**config.mk**
```make
export PLATFORM = sky130hd
export DESIGN_NAME = fc_neuron_pair
export DESIGN_NICKNAME = d
export VERILOG_FILES = /design/src/common/fc_pkg.sv /design/src/mac_lane/sm_multiplier.sv /design/src/mac_lane/mac_lane.sv /design/src/verilog/result_stage.sv /design/src/verilog/fc_neuron_pair.sv
export SDC_FILE = /design/constraint.sdc
export NUM_CORES = 1
export LEC_CHECK = 0
export ABC_AREA = 0
export BUFFER_PORTS_ARGS = -buffer_cell sky130_fd_sc_hd__buf_2
export CAP_MARGIN = 20
export CORE_AREA = 5 5 257 259
export DETAILED_ROUTE_END_ITERATION = 16
export DIE_AREA = 0 0 262 264
export GPL_TIMING_DRIVEN = 0
export PLACE_DENSITY_LB_ADDON = 0.3
export REMOVE_ABC_BUFFERS = 1
export SLEW_MARGIN = 20
export SYNTH_ARGS = -nofsm -noshare
export SYNTH_HDL_FRONTEND = slang
export SYNTH_HIERARCHICAL = 1
export SYNTH_SLANG_ARGS = --single-unit
```
**constraint.sdc**
```tcl
create_clock -name clk -period 4.3 [get_ports clk]
set_input_delay 0.215 -clock clk [delete_from_list [all_inputs] [get_ports clk]]
set_output_delay 0.215 -clock clk [all_outputs]
set_load 0.1 [all_outputs]
```
**src/common/fc_pkg.sv**
```systemverilog
// Sizes assume 8-bit signed data; ACC_W must hold the longest dot product plus its bias
`default_nettype none

package fc_pkg;

  ////////////////////////////////////////
  // Widths and quantization
  ////////////////////////////////////////
  localparam int DATA_W      = 8;
  localparam int PROD_W      = 16;
  localparam int ACC_W       = 28;
  localparam int BIAS_W      = 16;
  localparam int MUL_STAGES  = 4;
  localparam int QUANT_SHIFT = 6;
  localparam int QUANT_MAX   = 127;
  localparam int IDX_W       = 8;

  ////////////////////////////////////////
  // Stream records
  ////////////////////////////////////////

  // One input element, shared feature with a weight and bias per neuron
  typedef struct packed {
    logic                     valid;
    logic signed [DATA_W-1:0] feat;
    logic signed [DATA_W-1:0] weight0;
    logic signed [DATA_W-1:0] weight1;
    logic signed [BIAS_W-1:0] bias0;
    logic signed [BIAS_W-1:0] bias1;
    logic                     first;
    logic                     last;
    logic                     layer_start;
  } fc_in_t;

  // Per-lane view of an input element
  typedef struct packed {
    logic                     valid;
    logic signed [DATA_W-1:0] feat;
    logic signed [DATA_W-1:0] weight;
    logic signed [BIAS_W-1:0] bias;
    logic                     first;
    logic                     last;
    logic                     layer_start;
  } lane_in_t;

  // Biased dot product of one finished vector
  typedef struct packed {
    logic                    valid;
    logic signed [ACC_W-1:0] sum;
    logic                    layer_start;
  } lane_result_t;

  // Requantized pair with the running layer argmax
  typedef struct packed {
    logic              valid;
    logic [DATA_W-1:0] q0;
    logic [DATA_W-1:0] q1;
    logic [IDX_W-1:0]  best_idx;
    logic [DATA_W-1:0] best_val;
  } fc_out_t;

endpackage

`default_nettype wire

```
**src/mac_lane/sm_multiplier.sv**
```systemverilog
// Adder tree depth is fixed for 8-bit operands; one new product accepted every cycle
`timescale 1ns/1ns
`default_nettype none

module sm_multiplier
  import fc_pkg::*;
(
  input  wire                      clk,
  input  wire                      rstn,
  input  wire                      in_valid,
  input  wire signed [DATA_W-1:0]  a,
  input  wire signed [DATA_W-1:0]  b,
  output logic                     out_valid,
  output logic signed [PROD_W-1:0] product
);

  localparam int NPP    = DATA_W;
  localparam int PAIR_W = DATA_W + 2;
  localparam int QUAD_W = DATA_W + 4;

  logic [DATA_W-1:0]     a_mag;
  logic [DATA_W-1:0]     b_mag;
  logic [MUL_STAGES-1:0] v_q;
  logic [MUL_STAGES-2:0] sign_q;

  logic [DATA_W-1:0]     pp_q   [NPP];
  logic [PAIR_W-1:0]     pair_d [NPP/2];
  logic [PAIR_W-1:0]     pair_q [NPP/2];
  logic [QUAD_W-1:0]     quad_d [NPP/4];
  logic [QUAD_W-1:0]     quad_q [NPP/4];
  logic [PROD_W-1:0]     mag_sum;

  // -128 maps to 8'h80, which still reads correctly as an unsigned magnitude
  assign a_mag = a[DATA_W-1] ? (~a + 1'b1) : a;
  assign b_mag = b[DATA_W-1] ? (~b + 1'b1) : b;

  ////////////////////////////////////////
  // Valid and sign pipeline
  ////////////////////////////////////////
  always_ff @(posedge clk) begin
    if (!rstn) begin
      v_q <= '0;
    end else begin
      v_q <= {v_q[MUL_STAGES-2:0], in_valid};
    end
  end

  always_ff @(posedge clk) begin
    sign_q <= {sign_q[MUL_STAGES-3:0], a[DATA_W-1] ^ b[DATA_W-1]};
  end

  assign out_valid = v_q[MUL_STAGES-1];

  ////////////////////////////////////////
  // Stage 1, partial products
  ////////////////////////////////////////
  always_ff @(posedge clk) begin
    for (int i = 0; i < NPP; i++) begin
      pp_q[i] <= b_mag[i] ? a_mag : '0;
    end
  end

  // Stage 2 adds neighbours, the odd row weighted by two
  always_comb begin
    for (int j = 0; j < NPP/2; j++) begin
      pair_d[j] = PAIR_W'(pp_q[2*j]) + (PAIR_W'(pp_q[2*j+1]) << 1);
    end
  end

  always_ff @(posedge clk) begin
    for (int j = 0; j < NPP/2; j++) begin
      pair_q[j] <= pair_d[j];
    end
  end

  // Stage 3 merges pairs into quads, upper pair weighted by four
  always_comb begin
    for (int k = 0; k < NPP/4; k++) begin
      quad_d[k] = QUAD_W'(pair_q[2*k]) + (QUAD_W'(pair_q[2*k+1]) << 2);
    end
  end

  always_ff @(posedge clk) begin
    for (int k = 0; k < NPP/4; k++) begin
      quad_q[k] <= quad_d[k];
    end
  end

  ////////////////////////////////////////
  // Stage 4, final sum and sign
  ////////////////////////////////////////
  assign mag_sum = PROD_W'(quad_q[0]) + (PROD_W'(quad_q[1]) << (NPP/2));

  always_ff @(posedge clk) begin
    if (sign_q[MUL_STAGES-2]) begin
      product <= (~mag_sum) + 1'b1;
    end else begin
      product <= mag_sum;
    end
  end

endmodule

`default_nettype wire

```
**src/mac_lane/mac_lane.sv**
```systemverilog
// Sums wrap modulo 2^ACC_W; layer_start is taken from the vector's first element only
`timescale 1ns/1ns
`default_nettype none

module mac_lane
  import fc_pkg::*;
(
  input  wire               clk,
  input  wire               rstn,
  input  wire lane_in_t     lane_in,
  output lane_result_t      result
);

  typedef struct packed {
    logic first;
    logic last;
    logic layer_start;
  } side_t;

  side_t                    side_in;
  side_t                    side_q [MUL_STAGES];
  side_t                    side_out;
  logic signed [BIAS_W-1:0] bias_q [MUL_STAGES];
  logic                     prod_valid;
  logic signed [PROD_W-1:0] prod;
  logic signed [ACC_W-1:0]  acc;
  logic signed [ACC_W-1:0]  acc_next;
  logic                     layer_q;

  sm_multiplier u_mul (
    .clk       (clk),
    .rstn      (rstn),
    .in_valid  (lane_in.valid),
    .a         (lane_in.feat),
    .b         (lane_in.weight),
    .out_valid (prod_valid),
    .product   (prod)
  );

  // Flags are qualified by the strobe so bubbles carry no stray first or last
  assign side_in = '{first: lane_in.valid & lane_in.first,
                     last: lane_in.valid & lane_in.last,
                     layer_start: lane_in.valid & lane_in.first & lane_in.layer_start};

  always_ff @(posedge clk) begin
    if (!rstn) begin
      for (int i = 0; i < MUL_STAGES; i++) begin
        side_q[i] <= '0;
      end
    end else begin
      side_q[0] <= side_in;
      for (int i = 1; i < MUL_STAGES; i++) begin
        side_q[i] <= side_q[i-1];
      end
    end
  end

  always_ff @(posedge clk) begin
    bias_q[0] <= lane_in.bias;
    for (int i = 1; i < MUL_STAGES; i++) begin
      bias_q[i] <= bias_q[i-1];
    end
  end

  assign side_out = side_q[MUL_STAGES-1];
  assign acc_next = (side_out.first ? '0 : acc) + ACC_W'(prod);

  ////////////////////////////////////////
  // Accumulate and bias add
  ////////////////////////////////////////
  always_ff @(posedge clk) begin
    if (!rstn) begin
      acc          <= '0;
      layer_q      <= 1'b0;
      result.valid <= 1'b0;
    end else begin
      result.valid <= prod_valid & side_out.last;
      if (prod_valid) begin
        if (side_out.first) begin
          layer_q <= side_out.layer_start;
        end
        if (side_out.last) begin
          result.sum         <= acc_next + ACC_W'(bias_q[MUL_STAGES-1]);
          result.layer_start <= side_out.first ? side_out.layer_start : layer_q;
          acc                <= '0;
        end else begin
          acc <= acc_next;
        end
      end
    end
  end

endmodule

`default_nettype wire

```
**src/verilog/result_stage.sv**
```systemverilog
// Both lanes must run in lockstep; pair index wraps after 2^(IDX_W-1) pairs in one layer
`timescale 1ns/1ns
`default_nettype none

module result_stage
  import fc_pkg::*;
(
  input  wire                clk,
  input  wire                rstn,
  input  wire lane_result_t  lane0,
  input  wire lane_result_t  lane1,
  output fc_out_t            out
);

  // Smallest sum that saturates after the shift
  localparam int QUANT_LIM = (QUANT_MAX + 1) << QUANT_SHIFT;

  logic              v_s1;
  logic [DATA_W-1:0] q0_s1;
  logic [DATA_W-1:0] q1_s1;
  logic              ls_s1;

  logic [IDX_W-2:0]  pair_cnt;
  logic [IDX_W-2:0]  pair_base;
  logic [DATA_W-1:0] best_val;
  logic [IDX_W-1:0]  best_idx;
  logic              take0;
  logic              take1;
  logic [DATA_W-1:0] val0;
  logic [IDX_W-1:0]  idx0;
  logic [DATA_W-1:0] val_new;
  logic [IDX_W-1:0]  idx_new;

  // ReLU then shift with saturation at QUANT_MAX
  function automatic logic [DATA_W-1:0] requant(input logic signed [ACC_W-1:0] sum);
    if (sum < 0) begin
      return '0;
    end else if (sum >= QUANT_LIM) begin
      return DATA_W'(QUANT_MAX);
    end
    return DATA_W'(sum >>> QUANT_SHIFT);
  endfunction

  ////////////////////////////////////////
  // Stage 1 requantization
  ////////////////////////////////////////
  always_ff @(posedge clk) begin
    if (lane0.valid) begin
      q0_s1 <= requant(lane0.sum);
      q1_s1 <= requant(lane1.sum);
      ls_s1 <= lane0.layer_start;
    end
  end

  ////////////////////////////////////////
  // Stage 2 running argmax
  ////////////////////////////////////////
  assign pair_base = ls_s1 ? '0 : pair_cnt;

  // Strictly greater keeps the earliest candidate on a tie
  // Best 0 at index 0 after reset acts as none for the first pair
  assign take0 = ls_s1 | (q0_s1 > best_val);
  assign val0  = take0 ? q0_s1 : best_val;
  assign idx0  = take0 ? {pair_base, 1'b0} : best_idx;

  assign take1   = q1_s1 > val0;
  assign val_new = take1 ? q1_s1 : val0;
  assign idx_new = take1 ? {pair_base, 1'b1} : idx0;

  always_ff @(posedge clk) begin
    if (!rstn) begin
      v_s1      <= 1'b0;
      pair_cnt  <= '0;
      best_val  <= '0;
      best_idx  <= '0;
      out.valid <= 1'b0;
    end else begin
      v_s1      <= lane0.valid;
      out.valid <= v_s1;
      if (v_s1) begin
        pair_cnt     <= pair_base + 1'b1;
        best_val     <= val_new;
        best_idx     <= idx_new;
        out.q0       <= q0_s1;
        out.q1       <= q1_s1;
        out.best_val <= val_new;
        out.best_idx <= idx_new;
      end
    end
  end

endmodule

`default_nettype wire

```
**src/verilog/fc_neuron_pair.sv**
```systemverilog
// Two neurons share one feature stream; no back-pressure, output 7 cycles after a vector's last
`timescale 1ns/1ns
`default_nettype none

module fc_neuron_pair
  import fc_pkg::*;
(
  input  wire            clk,
  input  wire            rstn,
  input  wire fc_in_t    in,
  output fc_out_t        out
);

  lane_in_t     lane0_in;
  lane_in_t     lane1_in;
  lane_result_t lane0_res;
  lane_result_t lane1_res;

  // Feature and flags are broadcast, weight and bias are per neuron
  assign lane0_in = '{valid: in.valid, feat: in.feat, weight: in.weight0,
                      bias: in.bias0, first: in.first, last: in.last,
                      layer_start: in.layer_start};
  assign lane1_in = '{valid: in.valid, feat: in.feat, weight: in.weight1,
                      bias: in.bias1, first: in.first, last: in.last,
                      layer_start: in.layer_start};

  mac_lane u_lane0 (
    .clk     (clk),
    .rstn    (rstn),
    .lane_in (lane0_in),
    .result  (lane0_res)
  );

  mac_lane u_lane1 (
    .clk     (clk),
    .rstn    (rstn),
    .lane_in (lane1_in),
    .result  (lane1_res)
  );

  result_stage u_result_stage (
    .clk   (clk),
    .rstn  (rstn),
    .lane0 (lane0_res),
    .lane1 (lane1_res),
    .out   (out)
  );

endmodule

`default_nettype wire

```
==> flow_summary.ini <==
[cts]
htree_levels = 3
root_buffer = clkbuf_16
clkLatencyLatePin_ns = 0.60
cts_tree = done
clk_path_buf_depth = 3
cts_sinks = 627
clkTransAtPathRegs_ns = 0.06
cts_buffers = 69

[timing]
hold_viol = 0
period_share_pct = 99.1
whs_ns = 0.0424
finalMaxSlewViolations = 0
period_needed_ns = 4.26
rsz0062_at_grt = true
slew_headroom_pct = 25.9
fin_skew_ns = 0.0231
worst_pin_slew_ns = 1.11
fmax_mhz = 235
finalSetupViolations = 0

[floorplanning]
io_pins = 95
start_util_pct = 43.4
die_area_sq_um = 69200
die_h_um = 264
die_w_um = 262
rows = 93
core_sq_um = 63600

[pwr]
intPower_mw = 12.7
p_leak_nw = 14.5
power_mw = 18.1
comb_power_share_pct = 27.8
pwr-share-clk_pct = 33.8
sequentialPowerShare_pct = 38.4
power-per-cell-area_nw_per_um2 = 551
power.share.switching_pct = 29.7
p_sw_mw = 5.37
irDropWorstVdd_v = 0.000353

[global_routing]
grt_max_degree = 60
antenna_found_initial = 0
grt_pass1_wl_um = 90100
grt_pass1_vias = 18875
overflow = 0
grtUsageTotal_pct = 15.5

[worst_hold_path]
hold_class = in -> reg
min_path_cells = 3

[synthesis]
syn_area_per_cell_sq_um = 10.3
netlist_area_sq_um = 27600
syn_inst = 2683
yosysWarnings = 6

[place]
dp_cells = 3585
place_area_sq_um = 29000
finalWeightedCongestion = 0.868
hpwlAfterDp_um = 39100
portBuffers = 94

[route]
drc = 0
via_count = 19115
ant_nets = 0
dr_wl_met2_um = 25700
met3_length_um = 2490
avgRoutedWirePerCell_um = 14.5
initialDrtViolationCount = 866
vias_per_cell = 5.02
dr.pass1.iters = 5
drt-met1-wl_um = 25700
routed.top_layer = met4
routed_wirelength_um = 55400

[finish]
drive_gt1_share_pct = 13.8
finalNonFillerCells = 3810
nets = 3218
area_delta_synth_final_pct = 19.0
fin_area_sq_um = 32800

[worst_setup_path]
endpoint_kind = register
critical_path_required_ns = 4.64
crit_arrival_ns = 4.60
path_class = reg -> reg
cp_max_fo = 7
worst_setup_path_start_kind = register
r2r_cells = 19

[run_status]
outcome = completed

[job]
drv_cap = 0
-- registers in the layout (all words and copies together) (netlist names), 12 cells and up --
register	flops
u_lane1/acc	28
u_lane1/u_mul/product	16
u_lane1/u_mul/quad_q	24
u_lane0/u_mul/pair_q	40
u_result_stage/out	33
u_lane0/result	24
u_lane0/u_mul/quad_q	24
u_lane0/u_mul/product	16
u_lane0/u_mul/pp_q	64
u_lane1/result	22
u_lane1/bias_q	64
u_lane1/u_mul/pair_q	40
u_lane1/u_mul/pp_q	64
u_lane0/bias_q	64
u_lane0/acc	28
u_lane0/side_q	12
-- critical path: stages (launching register included) --
cell	delay [ns]
dfxtp_4	0.45
buf_12	0.15
nor2b_1	0.05
ha_1	0.36
o21ai_1	0.11
o21ai_2	0.20
o211ai_2	0.15
a211oi_2	0.33
o21a_1	0.15
nor2_1	0.04
xnor2_1	0.31
ha_2	0.37
nand4_1	0.12
inv_1	0.07
a221oi_2	0.30
o211a_1	0.29
o31ai_2	0.11
a21o_1	0.20
a21oi_1	0.17
xnor2_1	0.08
-- metrics by stage --
step                      TNS [ns]  utilization (%)  worst slack (ns)
after floorplan             -0.988                -           -0.0971
after global placement      -39.82             45.5             -1.05
after detailed placement    -10.93             45.5            -0.666
after CTS                        0             50.5           0.00619
after global routing        -0.933             51.6            -0.178
final                            0             51.6            0.0397
-- final cells by class --
cell class / count / area (sq um)
diodes: 1 / 2.50
clock buffers: 89 / 1920
clock inverters: 37 / 520
fillers: 5633 / 30800
inverters: 128 / 480
multi-input cells: 1879 / 14000
flip-flops and latches: 627 / 13500
well taps: 855 / 1070
repair buffers: 194 / 1390
-- final timing paths --
kind	startpoint	end	slack, ns
min reg2reg	u_lane1/bias_q[0][3]	u_lane1/bias_q[1][3]	0.32
max reg2reg	u_lane0/side_q[3][2]	u_lane0/result[21]	0.04
max	u_lane0/side_q[3][2]	u_lane0/result[21]	0.04
min	in[40]	u_lane1/u_mul/pp_q[1][8]	0.04
-- cell usage in the layout (no fill, tap or decap), types with 28 or more instances in the layout --
master         instances
ha_1                 226
edfxtp_1              94
buf_2                 93
a21o_1                66
and2_1                39
nor2b_1              149
dfxtp_1              530
nand3_1               42
dlygate4sd3_1         42
clkbuf_16             72
xnor2_1              143
inv_1                122
buf_4                 53
nor2_1               265
xor2_1                82
o21ai_0               91
a21oi_1              155
o21a_1                28
nand2_1              136
-- metal layers --
layer,global-route usage [%],vias to the layer above
met5,0,-
li1,-,9754
met3,2.61,94
met4,5.27,0
met2,25.6,378
met1,20.7,8889
-- power groups by stage --
stage          Sequential, mW  Combinational, mW  Clock (mW)
2_1_floorplan            6.97               3.66           0
3_3_place_gp             7.06               4.44           0
3_5_place_dp             7.07               4.55           0
4_1_cts                  6.94               4.74        6.31
5_1_grt                  7.00               5.60        6.57
6_report                 6.94               5.03        6.12
-- what timing repair did --
action	CTS	global route
gates cloned	0	1
hold buffers	42	0
hold endpoints to repair	57	0
resized for setup	32	96
setup endpoints to repair	41	38
buffers inserted	24	31
pin swaps	17	69
No activity file was read; power rests on OpenSTA's default activity.
